File: src/sld_pkg.sv
`default_nettype none

package sld_pkg;

   //////////////////////////////////////////////////////////////////////
   // lanes and register file
   localparam int unsigned VLANE_NUM = 8;
   localparam int unsigned LANE_W    = $clog2(VLANE_NUM);
   localparam int unsigned MEM_DEPTH = 512;                 // words per lane
   localparam int unsigned ADDR_W    = $clog2(MEM_DEPTH);
   localparam int unsigned VL_W      = 11;                  // vector length in elements
   localparam int unsigned CNT_W     = 9;                   // per-lane steps and delay

   // command queue, depth equals the credit count
   localparam int unsigned CMD_DEPTH = 2;
   localparam int unsigned CMD_PTR_W = $clog2(CMD_DEPTH);
   localparam int unsigned CMD_CNT_W = $clog2(CMD_DEPTH + 1);

   //////////////////////////////////////////////////////////////////////
   // instruction kinds, code 3 retires with no activity
   localparam int unsigned KIND_W = 2;
   localparam logic [KIND_W-1:0] KIND_NORMAL = 2'd0;
   localparam logic [KIND_W-1:0] KIND_STORE  = 2'd1;
   localparam logic [KIND_W-1:0] KIND_LOAD   = 2'd2;

   // element width
   localparam int unsigned SEW_W = 2;
   localparam logic [SEW_W-1:0] SEW_BYTE = 2'd0;
   localparam logic [SEW_W-1:0] SEW_HALF = 2'd1;
   localparam logic [SEW_W-1:0] SEW_WORD = 2'd2;

   // sequencer states
   localparam int unsigned ST_W = 2;
   localparam logic [ST_W-1:0] ST_IDLE  = 2'd0;
   localparam logic [ST_W-1:0] ST_RUN   = 2'd1;               // normal, reads and writes
   localparam logic [ST_W-1:0] ST_STORE = 2'd2;
   localparam logic [ST_W-1:0] ST_LOAD  = 2'd3;

endpackage

`default_nettype wire

File: src/sld_cmd_queue.sv
`timescale 1ns/1ps
`default_nettype none

module sld_cmd_queue (
   input  logic                         clk_i,
   input  logic                         rstn_i,
   input  logic                         cmd_valid_i,
   input  logic [sld_pkg::KIND_W-1:0]   cmd_kind_i,
   input  logic [sld_pkg::VL_W-1:0]     cmd_vl_i,
   input  logic [sld_pkg::SEW_W-1:0]    cmd_sew_i,
   input  logic [sld_pkg::CNT_W-1:0]    cmd_delay_i,
   input  logic [sld_pkg::ADDR_W-1:0]   cmd_raddr_i,
   input  logic [sld_pkg::ADDR_W-1:0]   cmd_waddr_i,
   input  logic                         pop_i,
   output logic                         credit_o,
   output logic                         valid_o,
   output logic [sld_pkg::KIND_W-1:0]   kind_o,
   output logic [sld_pkg::VL_W-1:0]     vl_o,
   output logic [sld_pkg::SEW_W-1:0]    sew_o,
   output logic [sld_pkg::CNT_W-1:0]    delay_o,
   output logic [sld_pkg::ADDR_W-1:0]   raddr_o,
   output logic [sld_pkg::ADDR_W-1:0]   waddr_o
);

   logic [sld_pkg::KIND_W-1:0] kind_mem  [sld_pkg::CMD_DEPTH];
   logic [sld_pkg::VL_W-1:0]   vl_mem    [sld_pkg::CMD_DEPTH];
   logic [sld_pkg::SEW_W-1:0]  sew_mem   [sld_pkg::CMD_DEPTH];
   logic [sld_pkg::CNT_W-1:0]  delay_mem [sld_pkg::CMD_DEPTH];
   logic [sld_pkg::ADDR_W-1:0] raddr_mem [sld_pkg::CMD_DEPTH];
   logic [sld_pkg::ADDR_W-1:0] waddr_mem [sld_pkg::CMD_DEPTH];

   logic [sld_pkg::CMD_PTR_W-1:0] wr_ptr, rd_ptr;
   logic [sld_pkg::CMD_CNT_W-1:0] count;

   function automatic logic [sld_pkg::CMD_PTR_W-1:0] ptr_inc(
      input logic [sld_pkg::CMD_PTR_W-1:0] ptr
   );
      return (ptr == sld_pkg::CMD_DEPTH - 1) ? '0 : ptr + 1'b1;
   endfunction

   assign valid_o = (count != '0);
   assign kind_o  = kind_mem[rd_ptr];
   assign vl_o    = vl_mem[rd_ptr];
   assign sew_o   = sew_mem[rd_ptr];
   assign delay_o = delay_mem[rd_ptr];
   assign raddr_o = raddr_mem[rd_ptr];
   assign waddr_o = waddr_mem[rd_ptr];

   // dispatcher never writes without a credit, so no full check
   always_ff @(posedge clk_i) begin
      if (cmd_valid_i) begin
         kind_mem[wr_ptr]  <= cmd_kind_i;
         vl_mem[wr_ptr]    <= cmd_vl_i;
         sew_mem[wr_ptr]   <= cmd_sew_i;
         delay_mem[wr_ptr] <= cmd_delay_i;
         raddr_mem[wr_ptr] <= cmd_raddr_i;
         waddr_mem[wr_ptr] <= cmd_waddr_i;
      end
   end

   always_ff @(posedge clk_i) begin
      if (!rstn_i) begin
         wr_ptr   <= '0;
         rd_ptr   <= '0;
         count    <= '0;
         credit_o <= 1'b0;
      end else begin
         credit_o <= pop_i;                        // one credit back per pop
         if (cmd_valid_i) wr_ptr <= ptr_inc(wr_ptr);
         if (pop_i) rd_ptr <= ptr_inc(rd_ptr);
         count <= count + cmd_valid_i - pop_i;
      end
   end

endmodule

`default_nettype wire

File: src/sld_elem_sequencer.sv
`timescale 1ns/1ps
`default_nettype none

module sld_elem_sequencer (
   input  logic                        clk_i,
   input  logic                        rstn_i,
   input  logic                        q_valid_i,
   input  logic [sld_pkg::KIND_W-1:0]  kind_i,
   input  logic [sld_pkg::VL_W-1:0]    vl_i,
   input  logic [sld_pkg::CNT_W-1:0]   delay_i,
   input  logic                        load_valid_i,
   input  logic                        load_last_i,
   output logic                        q_pop_o,
   output logic                        start_o,
   output logic                        rd_step_o,
   output logic [sld_pkg::CNT_W-1:0]   rd_idx_o,
   output logic                        wr_step_o,
   output logic [sld_pkg::CNT_W-1:0]   wr_idx_o,
   output logic                        ld_step_o,
   output logic                        store_o,
   output logic                        ready_for_load_o
);

   logic [sld_pkg::ST_W-1:0]  state_q, state_d;
   logic [sld_pkg::CNT_W-1:0] n_q, dly_q, rd_q, wr_q, wt_q;
   logic [sld_pkg::CNT_W-1:0] n_head, n_cur, dly_cur, rd_cur, wr_cur, wt_cur;
   logic                      busy, rd_mode, wr_mode, st_mode, retire;

   assign q_pop_o = (state_q == sld_pkg::ST_IDLE) && q_valid_i;
   assign start_o = q_pop_o;
   assign busy    = q_pop_o || (state_q != sld_pkg::ST_IDLE);

   // steps per lane, ceil(vl / lanes)
   assign n_head = vl_i[sld_pkg::VL_W-1:sld_pkg::LANE_W] + (vl_i[sld_pkg::LANE_W-1:0] != '0);

   //////////////////////////////////////////////////////////////////////
   // in the pop cycle the head fields stand in for the registers
   assign n_cur   = q_pop_o ? n_head  : n_q;
   assign dly_cur = q_pop_o ? delay_i : dly_q;
   assign rd_cur  = q_pop_o ? '0 : rd_q;
   assign wr_cur  = q_pop_o ? '0 : wr_q;
   assign wt_cur  = q_pop_o ? '0 : wt_q;        // cycles since pop, stops at delay

   assign wr_mode = (q_pop_o && kind_i == sld_pkg::KIND_NORMAL) || state_q == sld_pkg::ST_RUN;
   assign st_mode = (q_pop_o && kind_i == sld_pkg::KIND_STORE) || state_q == sld_pkg::ST_STORE;
   assign rd_mode = wr_mode || st_mode;

   assign rd_step_o = rd_mode && (rd_cur < n_cur);
   assign rd_idx_o  = rd_cur;
   assign wr_step_o = wr_mode && (wt_cur == dly_cur) && (wr_cur < n_cur);
   assign wr_idx_o  = wr_cur;

   assign ready_for_load_o = (state_q == sld_pkg::ST_LOAD);
   assign ld_step_o        = ready_for_load_o && load_valid_i;

   // last write, last store read or last load beat
   assign retire = (wr_mode && (n_cur == '0 || (wr_step_o && wr_cur == n_cur - 1'b1)))
                || (st_mode && (n_cur == '0 || (rd_step_o && rd_cur == n_cur - 1'b1)))
                || (ld_step_o && load_last_i);

   always_comb begin
      state_d = state_q;
      if (retire) begin
         state_d = sld_pkg::ST_IDLE;
      end else if (q_pop_o) begin
         case (kind_i)
            sld_pkg::KIND_NORMAL: state_d = sld_pkg::ST_RUN;
            sld_pkg::KIND_STORE:  state_d = sld_pkg::ST_STORE;
            sld_pkg::KIND_LOAD:   state_d = sld_pkg::ST_LOAD;
            default:              state_d = sld_pkg::ST_IDLE;   // unused code
         endcase
      end
   end

   //////////////////////////////////////////////////////////////////////
   always_ff @(posedge clk_i) begin
      if (!rstn_i) begin
         state_q <= sld_pkg::ST_IDLE;
         rd_q    <= '0;
         wr_q    <= '0;
         wt_q    <= '0;
         store_o <= 1'b0;
      end else begin
         state_q <= state_d;
         store_o <= st_mode && rd_step_o;
         if (busy) begin
            rd_q <= rd_cur + rd_step_o;
            wr_q <= wr_cur + wr_step_o;
            wt_q <= wt_cur + (wt_cur != dly_cur);
         end
      end
   end

   always_ff @(posedge clk_i) begin
      if (q_pop_o) begin
         n_q   <= n_head;
         dly_q <= delay_i;
      end
   end

endmodule

`default_nettype wire

File: src/sld_vrf_addr_gen.sv
`timescale 1ns/1ps
`default_nettype none

module sld_vrf_addr_gen (
   input  logic                        clk_i,
   input  logic                        rstn_i,
   input  logic                        start_i,
   input  logic [sld_pkg::ADDR_W-1:0]  raddr_i,
   input  logic [sld_pkg::ADDR_W-1:0]  waddr_i,
   input  logic [sld_pkg::SEW_W-1:0]   sew_i,
   input  logic                        rd_step_i,
   input  logic [sld_pkg::CNT_W-1:0]   rd_idx_i,
   input  logic                        wr_step_i,
   input  logic [sld_pkg::CNT_W-1:0]   wr_idx_i,
   input  logic                        ld_step_i,
   output logic [sld_pkg::ADDR_W-1:0]  vrf_raddr_o,
   output logic [sld_pkg::ADDR_W-1:0]  vrf_waddr_o,
   output logic                        vrf_ren_o
);

   logic [sld_pkg::ADDR_W-1:0] raddr_q, waddr_q, rbase, wbase, beat_q;
   logic [sld_pkg::SEW_W-1:0]  sew_q, sew_cur;
   logic [1:0]                 sh;

   // first step comes in the start cycle itself
   assign rbase   = start_i ? raddr_i : raddr_q;
   assign wbase   = start_i ? waddr_i : waddr_q;
   assign sew_cur = start_i ? sew_i   : sew_q;

   // elements packed per word: 4, 2 or 1
   always_comb begin
      case (sew_cur)
         sld_pkg::SEW_BYTE: sh = 2'd2;
         sld_pkg::SEW_HALF: sh = 2'd1;
         default:           sh = 2'd0;
      endcase
   end

   always_ff @(posedge clk_i) begin
      if (start_i) begin
         raddr_q <= raddr_i;
         waddr_q <= waddr_i;
         sew_q   <= sew_i;
      end
      if (rd_step_i) vrf_raddr_o <= rbase + (rd_idx_i >> sh);
      if (wr_step_i) vrf_waddr_o <= wbase + (wr_idx_i >> sh);
      else if (ld_step_i) vrf_waddr_o <= waddr_q + beat_q;   // one word per beat
   end

   always_ff @(posedge clk_i) begin
      if (!rstn_i) begin
         vrf_ren_o <= 1'b0;
         beat_q    <= '0;
      end else begin
         vrf_ren_o <= rd_step_i;
         if (start_i) beat_q <= '0;
         else if (ld_step_i) beat_q <= beat_q + 1'b1;
      end
   end

endmodule

`default_nettype wire

File: src/sld_bwen_gen.sv
`timescale 1ns/1ps
`default_nettype none

module sld_bwen_gen (
   input  logic                                 clk_i,
   input  logic                                 rstn_i,
   input  logic                                 start_i,
   input  logic [sld_pkg::VL_W-1:0]             vl_i,
   input  logic [sld_pkg::SEW_W-1:0]            sew_i,
   input  logic                                 rd_step_i,
   input  logic [sld_pkg::CNT_W-1:0]            rd_idx_i,
   input  logic                                 wr_step_i,
   input  logic [sld_pkg::CNT_W-1:0]            wr_idx_i,
   input  logic                                 ld_step_i,
   input  logic [sld_pkg::VLANE_NUM-1:0][3:0]   load_bwen_i,
   output logic [sld_pkg::VLANE_NUM-1:0][3:0]   vrf_bwen_o,
   output logic [sld_pkg::VLANE_NUM-1:0]        read_data_valid_o
);

   logic [sld_pkg::VL_W-1:0]      vl_q, vl_cur;
   logic [sld_pkg::SEW_W-1:0]     sew_q, sew_cur;
   logic [sld_pkg::VLANE_NUM-1:0] rd_lane_ok, wr_lane_ok;
   logic [3:0]                    pattern;

   // lane l holds element idx * lanes + l
   function automatic logic [sld_pkg::VLANE_NUM-1:0] lane_ok(
      input logic [sld_pkg::CNT_W-1:0] idx,
      input logic [sld_pkg::VL_W-1:0]  vl
   );
      logic [sld_pkg::CNT_W+sld_pkg::LANE_W-1:0] first;
      first = {idx, {sld_pkg::LANE_W{1'b0}}};
      for (int l = 0; l < sld_pkg::VLANE_NUM; l++) begin
         lane_ok[l] = (first + l) < vl;
      end
   endfunction

   assign vl_cur     = start_i ? vl_i  : vl_q;
   assign sew_cur    = start_i ? sew_i : sew_q;
   assign rd_lane_ok = lane_ok(rd_idx_i, vl_cur);
   assign wr_lane_ok = lane_ok(wr_idx_i, vl_cur);

   // byte lanes within the word, rotating with the step
   always_comb begin
      case (sew_cur)
         sld_pkg::SEW_BYTE: pattern = 4'b0001 << wr_idx_i[1:0];
         sld_pkg::SEW_HALF: pattern = wr_idx_i[0] ? 4'b1100 : 4'b0011;
         sld_pkg::SEW_WORD: pattern = 4'b1111;
         default:           pattern = 4'b0000;
      endcase
   end

   always_ff @(posedge clk_i) begin
      if (start_i) begin
         vl_q  <= vl_i;
         sew_q <= sew_i;
      end
   end

   always_ff @(posedge clk_i) begin
      if (!rstn_i) begin
         vrf_bwen_o        <= '0;
         read_data_valid_o <= '0;
      end else begin
         read_data_valid_o <= rd_step_i ? rd_lane_ok : '0;
         for (int l = 0; l < sld_pkg::VLANE_NUM; l++) begin
            if (wr_step_i) vrf_bwen_o[l] <= wr_lane_ok[l] ? pattern : 4'b0000;
            else if (ld_step_i) vrf_bwen_o[l] <= load_bwen_i[l];   // load unit decides
            else vrf_bwen_o[l] <= 4'b0000;
         end
      end
   end

endmodule

`default_nettype wire

File: src/sublane_driver.sv
`timescale 1ns/1ps
`default_nettype none

module sublane_driver (
   input  logic                                 clk_i,
   input  logic                                 rstn_i,
   input  logic                                 cmd_valid_i,
   input  logic [sld_pkg::KIND_W-1:0]           cmd_kind_i,
   input  logic [sld_pkg::VL_W-1:0]             cmd_vl_i,
   input  logic [sld_pkg::SEW_W-1:0]            cmd_sew_i,
   input  logic [sld_pkg::CNT_W-1:0]            cmd_delay_i,
   input  logic [sld_pkg::ADDR_W-1:0]           cmd_raddr_i,
   input  logic [sld_pkg::ADDR_W-1:0]           cmd_waddr_i,
   input  logic                                 load_valid_i,
   input  logic                                 load_last_i,
   input  logic [sld_pkg::VLANE_NUM-1:0][3:0]   load_bwen_i,
   output logic                                 credit_o,
   output logic                                 vrf_ren_o,
   output logic [sld_pkg::ADDR_W-1:0]           vrf_raddr_o,
   output logic [sld_pkg::ADDR_W-1:0]           vrf_waddr_o,
   output logic [sld_pkg::VLANE_NUM-1:0][3:0]   vrf_bwen_o,
   output logic [sld_pkg::VLANE_NUM-1:0]        read_data_valid_o,
   output logic                                 store_data_valid_o,
   output logic                                 ready_for_load_o
);

   // queue head
   logic                       q_valid, q_pop;
   logic [sld_pkg::KIND_W-1:0] q_kind;
   logic [sld_pkg::VL_W-1:0]   q_vl;
   logic [sld_pkg::SEW_W-1:0]  q_sew;
   logic [sld_pkg::CNT_W-1:0]  q_delay;
   logic [sld_pkg::ADDR_W-1:0] q_raddr, q_waddr;

   // sequencer strobes
   logic                       start, rd_step, wr_step, ld_step;
   logic [sld_pkg::CNT_W-1:0]  rd_idx, wr_idx;

   sld_cmd_queue i_cmd_queue (
      .clk_i, .rstn_i, .cmd_valid_i, .cmd_kind_i, .cmd_vl_i, .cmd_sew_i,
      .cmd_delay_i, .cmd_raddr_i, .cmd_waddr_i,
      .pop_i(q_pop), .credit_o, .valid_o(q_valid), .kind_o(q_kind), .vl_o(q_vl),
      .sew_o(q_sew), .delay_o(q_delay), .raddr_o(q_raddr), .waddr_o(q_waddr)
   );

   sld_elem_sequencer i_elem_sequencer (
      .clk_i, .rstn_i, .q_valid_i(q_valid), .kind_i(q_kind), .vl_i(q_vl),
      .delay_i(q_delay), .load_valid_i, .load_last_i,
      .q_pop_o(q_pop), .start_o(start), .rd_step_o(rd_step), .rd_idx_o(rd_idx),
      .wr_step_o(wr_step), .wr_idx_o(wr_idx), .ld_step_o(ld_step),
      .store_o(store_data_valid_o), .ready_for_load_o
   );

   sld_vrf_addr_gen i_vrf_addr_gen (
      .clk_i, .rstn_i, .start_i(start), .raddr_i(q_raddr), .waddr_i(q_waddr),
      .sew_i(q_sew), .rd_step_i(rd_step), .rd_idx_i(rd_idx), .wr_step_i(wr_step),
      .wr_idx_i(wr_idx), .ld_step_i(ld_step),
      .vrf_raddr_o, .vrf_waddr_o, .vrf_ren_o
   );

   sld_bwen_gen i_bwen_gen (
      .clk_i, .rstn_i, .start_i(start), .vl_i(q_vl), .sew_i(q_sew),
      .rd_step_i(rd_step), .rd_idx_i(rd_idx), .wr_step_i(wr_step), .wr_idx_i(wr_idx),
      .ld_step_i(ld_step), .load_bwen_i,
      .vrf_bwen_o, .read_data_valid_o
   );

endmodule

`default_nettype wire

File: config.mk
export PLATFORM = sky130hd
export DESIGN_NAME = sublane_driver
export DESIGN_NICKNAME = d
export VERILOG_FILES = /design/src/sld_pkg.sv /design/src/sld_cmd_queue.sv /design/src/sld_elem_sequencer.sv /design/src/sld_vrf_addr_gen.sv /design/src/sld_bwen_gen.sv /design/src/sublane_driver.sv
export SDC_FILE = /design/constraint.sdc
export NUM_CORES = 1
export LEC_CHECK = 0
export BUFFER_PORTS_ARGS = -buffer_cell sky130_fd_sc_hd__buf_2
export CORE_MARGIN = 3
export CORE_UTILIZATION = 48
export CTS_BUF_LIST = sky130_fd_sc_hd__clkbuf_16
export DETAILED_ROUTE_END_ITERATION = 12
export PLACE_DENSITY = 0.68
export SKIP_CTS_REPAIR_TIMING = 1
export SYNTH_ARGS = -nofsm -noshare
export SYNTH_HDL_FRONTEND = slang
export SYNTH_HIERARCHICAL = 1
export SYNTH_SLANG_ARGS = --single-unit
File: constraint.sdc
create_clock -name clk_i -period 5.3 [get_ports clk_i]
set_clock_uncertainty 0.15 [all_clocks]
set_input_delay 0.795 -clock clk_i [delete_from_list [all_inputs] [get_ports clk_i]]
set_output_delay 0.795 -clock clk_i [all_outputs]
set_load 0.02 [all_outputs]
### After elaboration in Yosys (flattened, before gate mapping)

Memories as Yosys holds them, arrays and structs flattened. A register that Yosys moved wholly into a read port is not among the register bits.
Cells that the tools add are included.
W data, S select, Z words.

* register bits after elaboration: 154
* bits in writable memories: 84
* output and inout port bits: 62
* word-level logic and storage cells: 185
* memories: 6

Memories
* i_cmd_queue.vl_mem: depth 2, width 11, rd ports 1, clocked after Yosys merged registers in 1, write ports 1, line sld_cmd_queue.sv:26 `logic [sld_pkg::VL_W-1:0] vl_mem [sld_pkg::CMD_DEPTH];`
* i_cmd_queue.delay_mem: depth 2, width 9, rd ports 1, clocked after Yosys merged registers in 1, write ports 1, line sld_cmd_queue.sv:28 `logic [sld_pkg::CNT_W-1:0] delay_mem [sld_pkg::CMD_DEPTH];`
* i_cmd_queue.raddr_mem: depth 2, width 9, rd ports 1, clocked after Yosys merged registers in 1, write ports 1, line sld_cmd_queue.sv:29 `logic [sld_pkg::ADDR_W-1:0] raddr_mem [sld_pkg::CMD_DEPTH];`
* i_cmd_queue.waddr_mem: depth 2, width 9, rd ports 1, clocked after Yosys merged registers in 1, write ports 1, line sld_cmd_queue.sv:30 `logic [sld_pkg::ADDR_W-1:0] waddr_mem [sld_pkg::CMD_DEPTH];`
* i_cmd_queue.kind_mem: depth 2, width 2, rd ports 1, clocked after Yosys merged registers in 1, write ports 1, line sld_cmd_queue.sv:25 `logic [sld_pkg::KIND_W-1:0] kind_mem [sld_pkg::CMD_DEPTH];`
* i_cmd_queue.sew_mem: depth 2, width 2, rd ports 1, clocked after Yosys merged registers in 1, write ports 1, line sld_cmd_queue.sv:27 `logic [sld_pkg::SEW_W-1:0] sew_mem [sld_pkg::CMD_DEPTH];`

* add/subtract/negate cells: 27
* order comparisons: 18
* equality and inequality tests: 12
* shift-type cells: 3
* muxes and demuxes: 56
* bitwise gates (word level): 1
* reductions and logical operators: 33

Operators with widths (count)
* $lt A32 B11 Y1: 14
* $add A12 B3 Y13 const B: 8
* $mux W4: 25
* $mux W9: 9
* $add A12 B2 Y13 const B: 4
* $add A9 B1 Y9: 3
* $add A9 B9 Y9: 3
* $eq A9 B9 Y1: 3
* $add A12 B1 Y13 const B: 2
* $lt A12 B11 Y1: 2
* $lt A9 B9 Y1: 2
* $shr A9 B2 Y9: 2
* $mux W1: 16
* $logic_and A1 B1 Y1: 13
* $pmux W4 S3: 1
* $mux W11: 1
* $add A8 B1 Y9: 1
* $add A9 B1 Y9 const B: 1
* $logic_not A9 Y1: 1
* $ne A9 B9 Y1: 1
* $sub A9 B1 Y9 const B: 1
* $eq A2 B1 Y1 const B: 4
* $eq A2 B2 Y1 const B: 4
* $logic_not A2 Y1: 4
* 13 further kinds: 25

### Logic depth before layout (Yosys ltp)

Gate-level depths: netlist of run 1.

* word-level depth: 12
* depth in mapped cells: 25
* gate-level depth less buffers: 21

### Cells and area by module

The synthesis of run 1 kept the hierarchy.

By module, submodules not included
* sld_elem_sequencer: times used 1, cells an instance 448, area each 3562.2 um2, sequential area each 960.9 um2
* sld_cmd_queue: times used 1, cells an instance 153, area each 3484.6 um2, sequential area each 2642.5 um2
* sld_vrf_addr_gen: times used 1, cells an instance 293, area each 2961.6 um2, sequential area each 1141.1 um2
* sld_bwen_gen: times used 1, cells an instance 262, area each 2452.4 um2, sequential area each 1061.0 um2

### Least setup slack after synthesis of run 1

Ideal clock, no wire load.

* path kind: register -> register
* start point: register (tool-made name)
* end point: register i_elem_sequencer/wr_q[7] in the netlist's numbering
* arrival: 4.854 ns
* path slack: 0.168 ns
* cell stages (with the launch flop): 20
* period minus slack after synthesis: 5.132 ns
* cell sequence: dfxtp_1 -> buf_6 -> buf_12 -> mux2_4 -> or3_1 -> ha_1 -> nand3_1 -> o21ai_0 -> a31oi_2 -> inv_1 -> ha_1 -> a21o_1 -> a211o_1 -> nor4_1 -> ha_1 -> nand4_1 -> or3_1 -> nor2_1 -> xnor2_1 -> nor2_1

RTL lines
* to (signal assigned): line sld_elem_sequencer.sv:88 `wr_q <= wr_cur + wr_step_o;`
* to (decl): line sld_elem_sequencer.sv:25 `logic [sld_pkg::CNT_W-1:0] n_q, dly_q, rd_q, wr_q, wt_q;`

==> out/metrics.cfg, run 1 <==
[status]
outcome = finished, final reports clean

[synthesis]
netlist_area_mm2 = 0.0125
synth_edf_count = 102
ys_seq_elements = 239
synth_ff_type = dfxtp_1
syn_nets = 1311
async_flop_share_pct = 0
synth_cell_types = 87
yosys_warnings = 6
synth.avg_cell_area_um2 = 10.8
synthCells = 1156
ys_seq_area_share_pct = 46.6

[die]
start_util_pct = 49.2
core_area_mm2 = 0.0253
fp.dieH_um = 167
io_pins = 141
dieArea_mm2 = 0.0279
dieWidth_um = 167
std_cell_rows = 58

[final_layout]
fill_cells = 2189
layout_common_cells = buf_2, dfxtp_1, nand2_1
layout_commonest_cell = buf_2
drive_above_1_share_pct = 22.3
diodes = 0
layout.nets = 1452
syn_to_final_growth_pct = 14.9

[timing]
slew_headroom_pct = 22.6
hold_ws_ns = 0.304
tightest_slew_ns = 1.16
drv_slew = 0
period_share_pct = 93.2
grt_setup_unrepaired = false
hold_viol = 0
fin_tns_setup_ns = 0
period_minus_slack_ns = 4.94
fmax_mhz = 203
final-setup-viol-count = 0

[cts]
clock-sinks = 239
clockBufferDepth = 3
root_buffer = clkbuf_16
cts_buffers = 26
clk_latency_ns = 0.53
cts_tree = done
cts.clk_slew.worst_paths_ns = 0.06
htree_levels = 1

[drt]
ant_nets = 0
drt_first_pass_iters = 5
vias = 8912
via_per_inst = 5.41
drc = 0
wl_per_cell_um = 17.4
finalWirelength_mm = 28.6
detail_route.iter0.violations = 695

[worst_setup_path]
cp_max_fo = 11
required_ns = 5.61
worstRegToRegCells = 17
cp.arrival_ns = 5.25
critPathCaptureType = flop
rrSetupSlack_ns = 0.36
critical_path.endpoint = i_bwen_gen/read_data_valid_o[6]
criticalPathCategory = flop to flop
startpoint_type = flop
reg2reg_to = i_bwen_gen/read_data_valid_o[6]

[job]
drv_cap = 0

[place]
io_buffers = 140
place.gp.congestion = 0.908
dpl.hpwl_mm = 20.9

[global_route]
grt_pass1_vias = 8718
grt_usage_pct = 20.0
grt_first_pass_wirelength_mm = 45.8
antenna_found_initial = 0
grt-ovfl-total = 0
grt_start_max_net_pins = 43

[power]
power.density_mw_per_mm2 = 539
max-vdd-ir-drop_uv = 340
p_leak_nw = 6.04

[hold_path]
hold_path.class = flop to flop

[critical path: stages (launching register included)]
cell and delay (ns):
dfxtp_2 0.46, mux2_4 0.35, or3_1 0.42, ha_1 0.25, a21boi_0 0.23, nor3_2 0.10, or2_2 0.35, ha_1 0.28
a21oi_1 0.21, maj3_1 0.22, o221a_2 0.21, o21a_1 0.13, o211a_1 0.19, buf_4 0.23, nand2_1 0.07, a2111oi_0 0.35
o21ai_1 0.35, o21ba_1 0.32
[worst min path at each step]
| stage | from | end | cells past startpoint |
|---|---|---|---|
| floorplan | i_elem_sequencer/rd_q[0] | i_elem_sequencer/rd_q[0] | 2 |
| global placement | i_elem_sequencer/rd_q[0] | i_elem_sequencer/rd_q[0] | 2 |
| detailed placement | i_elem_sequencer/rd_q[0] | i_elem_sequencer/rd_q[0] | 2 |
| CTS | cmd_delay_i[2] | i_cmd_queue/delay_mem[0][2] | 1 |
| global route | cmd_raddr_i[3] | i_cmd_queue/raddr_mem[1][3] | 1 |
| finish | i_elem_sequencer/rd_q[0] | i_elem_sequencer/rd_q[0] | 2 |
[report_power, final]
part | internal (mW) | total, mW | leakage [nW] | switching (mW)
Combinational | 1.35 | 3.33 | 3.50 | 1.98
Clock | 1.13 | 1.86 | 0.457 | 0.726
Sequential | 2.33 | 2.52 | 2.08 | 0.187
Total | 4.82 | 7.71 | 6.04 | 2.89
[cells in the mapped netlist, types with 9 or more instances]
cell type	number	area [um^2]
xnor2_1	63	552
dfxtp_1	137	2740
o21a_1	9	67.6
and3_1	11	68.8
nand2_1	125	469
nand4_1	16	100
clkbuf_1	14	52.6
o21ai_0	41	205
mux2i_1	29	290
nor3_1	14	70.1
mux2_4	41	616
and2_1	23	144
mux2_1	9	101
xor2_1	24	210
a21o_1	11	82.6
inv_1	50	188
edfxtp_1	102	3060
mux2_2	13	146
o21ai_1	23	115
buf_2	12	60.1
nand3_1	25	125
nor2_1	73	274
nor2b_1	19	119
ha_1	73	913
a21oi_1	49	245
[logic make-up (layout without fill, tap and decap cells)]
logic type	after synthesis	after routing	share of synthesized area [%]
multiplexers	96	96	9.98
buffers and inverters	98	259	4.16
adder cells (fa/ha/maj)	77	77	7.89
flip-flops	239	239	46.6
AO/OA/AOI/OAI	201	201	10.9
XOR/XNOR	88	88	6.30
AND/OR/NAND/NOR	357	357	14.2
[metrics by stage]
step                      std cells  area, um^2  util, %  setup slack, ns  power [mW]
final                          1647       14300     56.5            0.362        7.71
after CTS                      1647       14300     56.5            0.189        7.75
after global routing           1647       14300     56.5           0.0985        8.23
after global placement         1599       13400     52.9            0.337        5.81
after detailed placement       1599       13400     52.9            0.219        5.86
after floorplan                1156       12500        -            0.168        5.18
[routing by layer]
layer / up-vias / wire length [um] / track usage (%)
met5: - / 0 / 0
met2: 202 / 13700 / 34.3
li1: 4396 / - / -
met4: 0 / 592 / 5.02
met1: 4273 / 12800 / 26.8
met3: 41 / 1500 / 2.90
[layout make-up]
class | instances | area, um^2 | area share (%)
Clock buffer | 31 | 776 | 5.42
Clock inverter | 17 | 129 | 0.900
Inverter | 57 | 216 | 1.51
Multi-Input combinational cell | 819 | 6160 | 43.0
Sequential cell | 239 | 5810 | 40.5
Tap cell | 330 | 413 | 2.88
Timing Repair Buffer | 154 | 818 | 5.71
[flip-flops by register name (all words and copies together), names as in the netlist, 11 cells and up, named ones only]
register and flops:
i_bwen_gen/vl_q 11, i_cmd_queue/waddr_mem 18, i_bwen_gen/vrf_bwen_o 32, i_cmd_queue/raddr_mem 18, i_cmd_queue/vl_mem 22, i_cmd_queue/delay_mem 18
(Power assumes the default switching activity.)
==> inputs of run 2 (changes only) <==
--- a/config.mk
+++ b/config.mk
@@ -6,9 +6,9 @@
 export NUM_CORES = 1
 export LEC_CHECK = 0
 export BUFFER_PORTS_ARGS = -buffer_cell sky130_fd_sc_hd__buf_2
-export CORE_MARGIN = 3
+export CORE_MARGIN = 1.5
 export CORE_UTILIZATION = 48
-export CTS_BUF_LIST = sky130_fd_sc_hd__clkbuf_16
+export CTS_BUF_LIST = sky130_fd_sc_hd__clkbuf_4 sky130_fd_sc_hd__clkbuf_8 sky130_fd_sc_hd__clkbuf_16
 export DETAILED_ROUTE_END_ITERATION = 12
 export PLACE_DENSITY = 0.68
 export SKIP_CTS_REPAIR_TIMING = 1
==> out/metrics.cfg, run 2 (synthesis gave the netlist of run 1 again) <==
[status]
outcome = finished, final reports clean

[global_route]
grt_pass1_vias = 8650
grt_usage_pct = 21.6
grt_first_pass_wirelength_mm = 45.5
grt-ovfl-total = 0
antenna_found_initial = 0
grt_start_max_net_pins = 59

[place]
dpl.hpwl_mm = 21.3
io_buffers = 140
place.gp.congestion = 0.909
dpl-instance-area_mm2 = 0.0135

[worst_setup_path]
required_ns = 5.57
cp.arrival_ns = 5.05
rrSetupSlack_ns = 0.52
cp_max_fo = 28
startpoint_type = flop
critPathCaptureType = flop
criticalPathCategory = flop to flop

[cts]
cts_tree = done
htree_levels = 1
clockBufferDepth = 3
clock-sinks = 239
cts.clk_slew.worst_paths_ns = 0.06
root_buffer = clkbuf_16
cts_buffers = 26
clk_latency_ns = 0.53

[final_layout]
regMostFlops = i_bwen_gen/vrf_bwen_o
seq_area_mm2 = 0.00581
layout_commonest_cell = buf_2
fill_cells = 2185
diodes = 0
layout.nets = 1458
multi_input_area_mm2 = 0.00615
layout_common_cells = buf_2, dfxtp_1, nand2_1
fin_area_mm2 = 0.0143
top_regs = i_bwen_gen/vrf_bwen_o: 32 flops, i_cmd_queue/vl_mem: 22 flops
drive_above_1_share_pct = 23.2
syn_to_final_growth_pct = 14.8
largest_register_ffs = 32

[drt]
via_per_inst = 5.41
drc = 0
finalWirelength_mm = 28.8
drt_first_pass_iters = 5
vias = 8943
wl_per_cell_um = 17.4
ant_nets = 0
detail_route.iter0.violations = 696

[timing]
final-setup-viol-count = 0
fmax_mhz = 209
drv_slew = 0
grt_setup_unrepaired = false
fin_tns_setup_ns = 0
hold_viol = 0
period_share_pct = 90.2
tightest_slew_ns = 1.16
period_minus_slack_ns = 4.78
slew_headroom_pct = 22.7

[hold_path]
hold_path.class = primary input to flop

[die]
dieArea_mm2 = 0.0269
start_util_pct = 49.2
core_area_mm2 = 0.0253
fp.dieH_um = 164
std_cell_rows = 58
dieWidth_um = 164
io_pins = 141

[power]
max-vdd-ir-drop_uv = 354
p_leak_nw = 6.05
power.density_mw_per_mm2 = 539

[job]
drv_cap = 0

[run 2: cell count changes in the layout (fill, tap and decap cells not counted), sizes merged]
cell	before	now
clkbuf	31	35
bufinv	2	1
clkinvlp	2	1
clkinv	8	10
inv	62	58
buf	154	160
[run 2: per-stage QoR]
step | utilization (%) | power (mW) | hold slack, ns | setup WS [ns] | cells
final | 56.5 | 7.71 | 0.301 | 0.522 | 1653
after global routing | 56.5 | 8.23 | 0.281 | 0.261 | 1653
after CTS | 56.5 | 7.76 | 0.278 | 0.548 | 1653
after detailed placement | 53.1 | 5.95 | 0.299 | 0.582 | 1605
after global placement | 53.1 | 5.91 | 0.292 | 0.636 | 1605
after floorplan | - | 5.18 | 0.282 | 0.168 | 1156
[run 2: layout make-up]
class / instances / area share [%]
clock buffer: 35 / 5.32
inverter: 57 / 1.51
multi-input combinational: 819 / 43.0
clock inverter: 13 / 0.682
tap: 330 / 2.89
timing repair buffer: 160 / 6.03
sequential: 239 / 40.6
[run 2: worst paths after layout]
check / startpoint / to / cells past startpoint
setup / recovery: flop / i_bwen_gen/vrf_bwen_o[14] / 16
hold / removal: cmd_delay_i[0] / i_cmd_queue/delay_mem[0][0] / 1
setup reg to reg: flop / i_bwen_gen/vrf_bwen_o[14] / 16
hold reg to reg: i_elem_sequencer/dly_q[7] / i_elem_sequencer/dly_q[7] / 2
[run 2: power by group]
part | total (mW) | internal [mW] | leakage, nW | switching (mW)
registers | 2.52 | 2.33 | 2.08 | 0.189
clock network | 1.79 | 1.06 | 0.434 | 0.731
logic | 3.40 | 1.39 | 3.53 | 2.02
[run 2: layer usage]
metal  GRT usage [%]  vias up  wire, um
li1                -     4414         -
met1            28.4     4257     13000
met2            36.8      221     13700
met3            3.38       51      1390
met4            5.91        0       780
met5               0        -         0
[run 2: worst max-delay path, stage by stage (launching register included)]
cell	delay (ns)
dfxtp_2	0.38
mux2_4	0.33
or3_1	0.43
ha_1	0.29
nand3_1	0.21
o21ai_0	0.13
a31oi_2	0.46
inv_1	0.14
ha_1	0.32
a21o_1	0.18
a211o_1	0.29
nor4_2	0.20
buf_4	0.33
nor2b_1	0.14
and2_1	0.18
buf_4	0.21
a22o_1	0.26
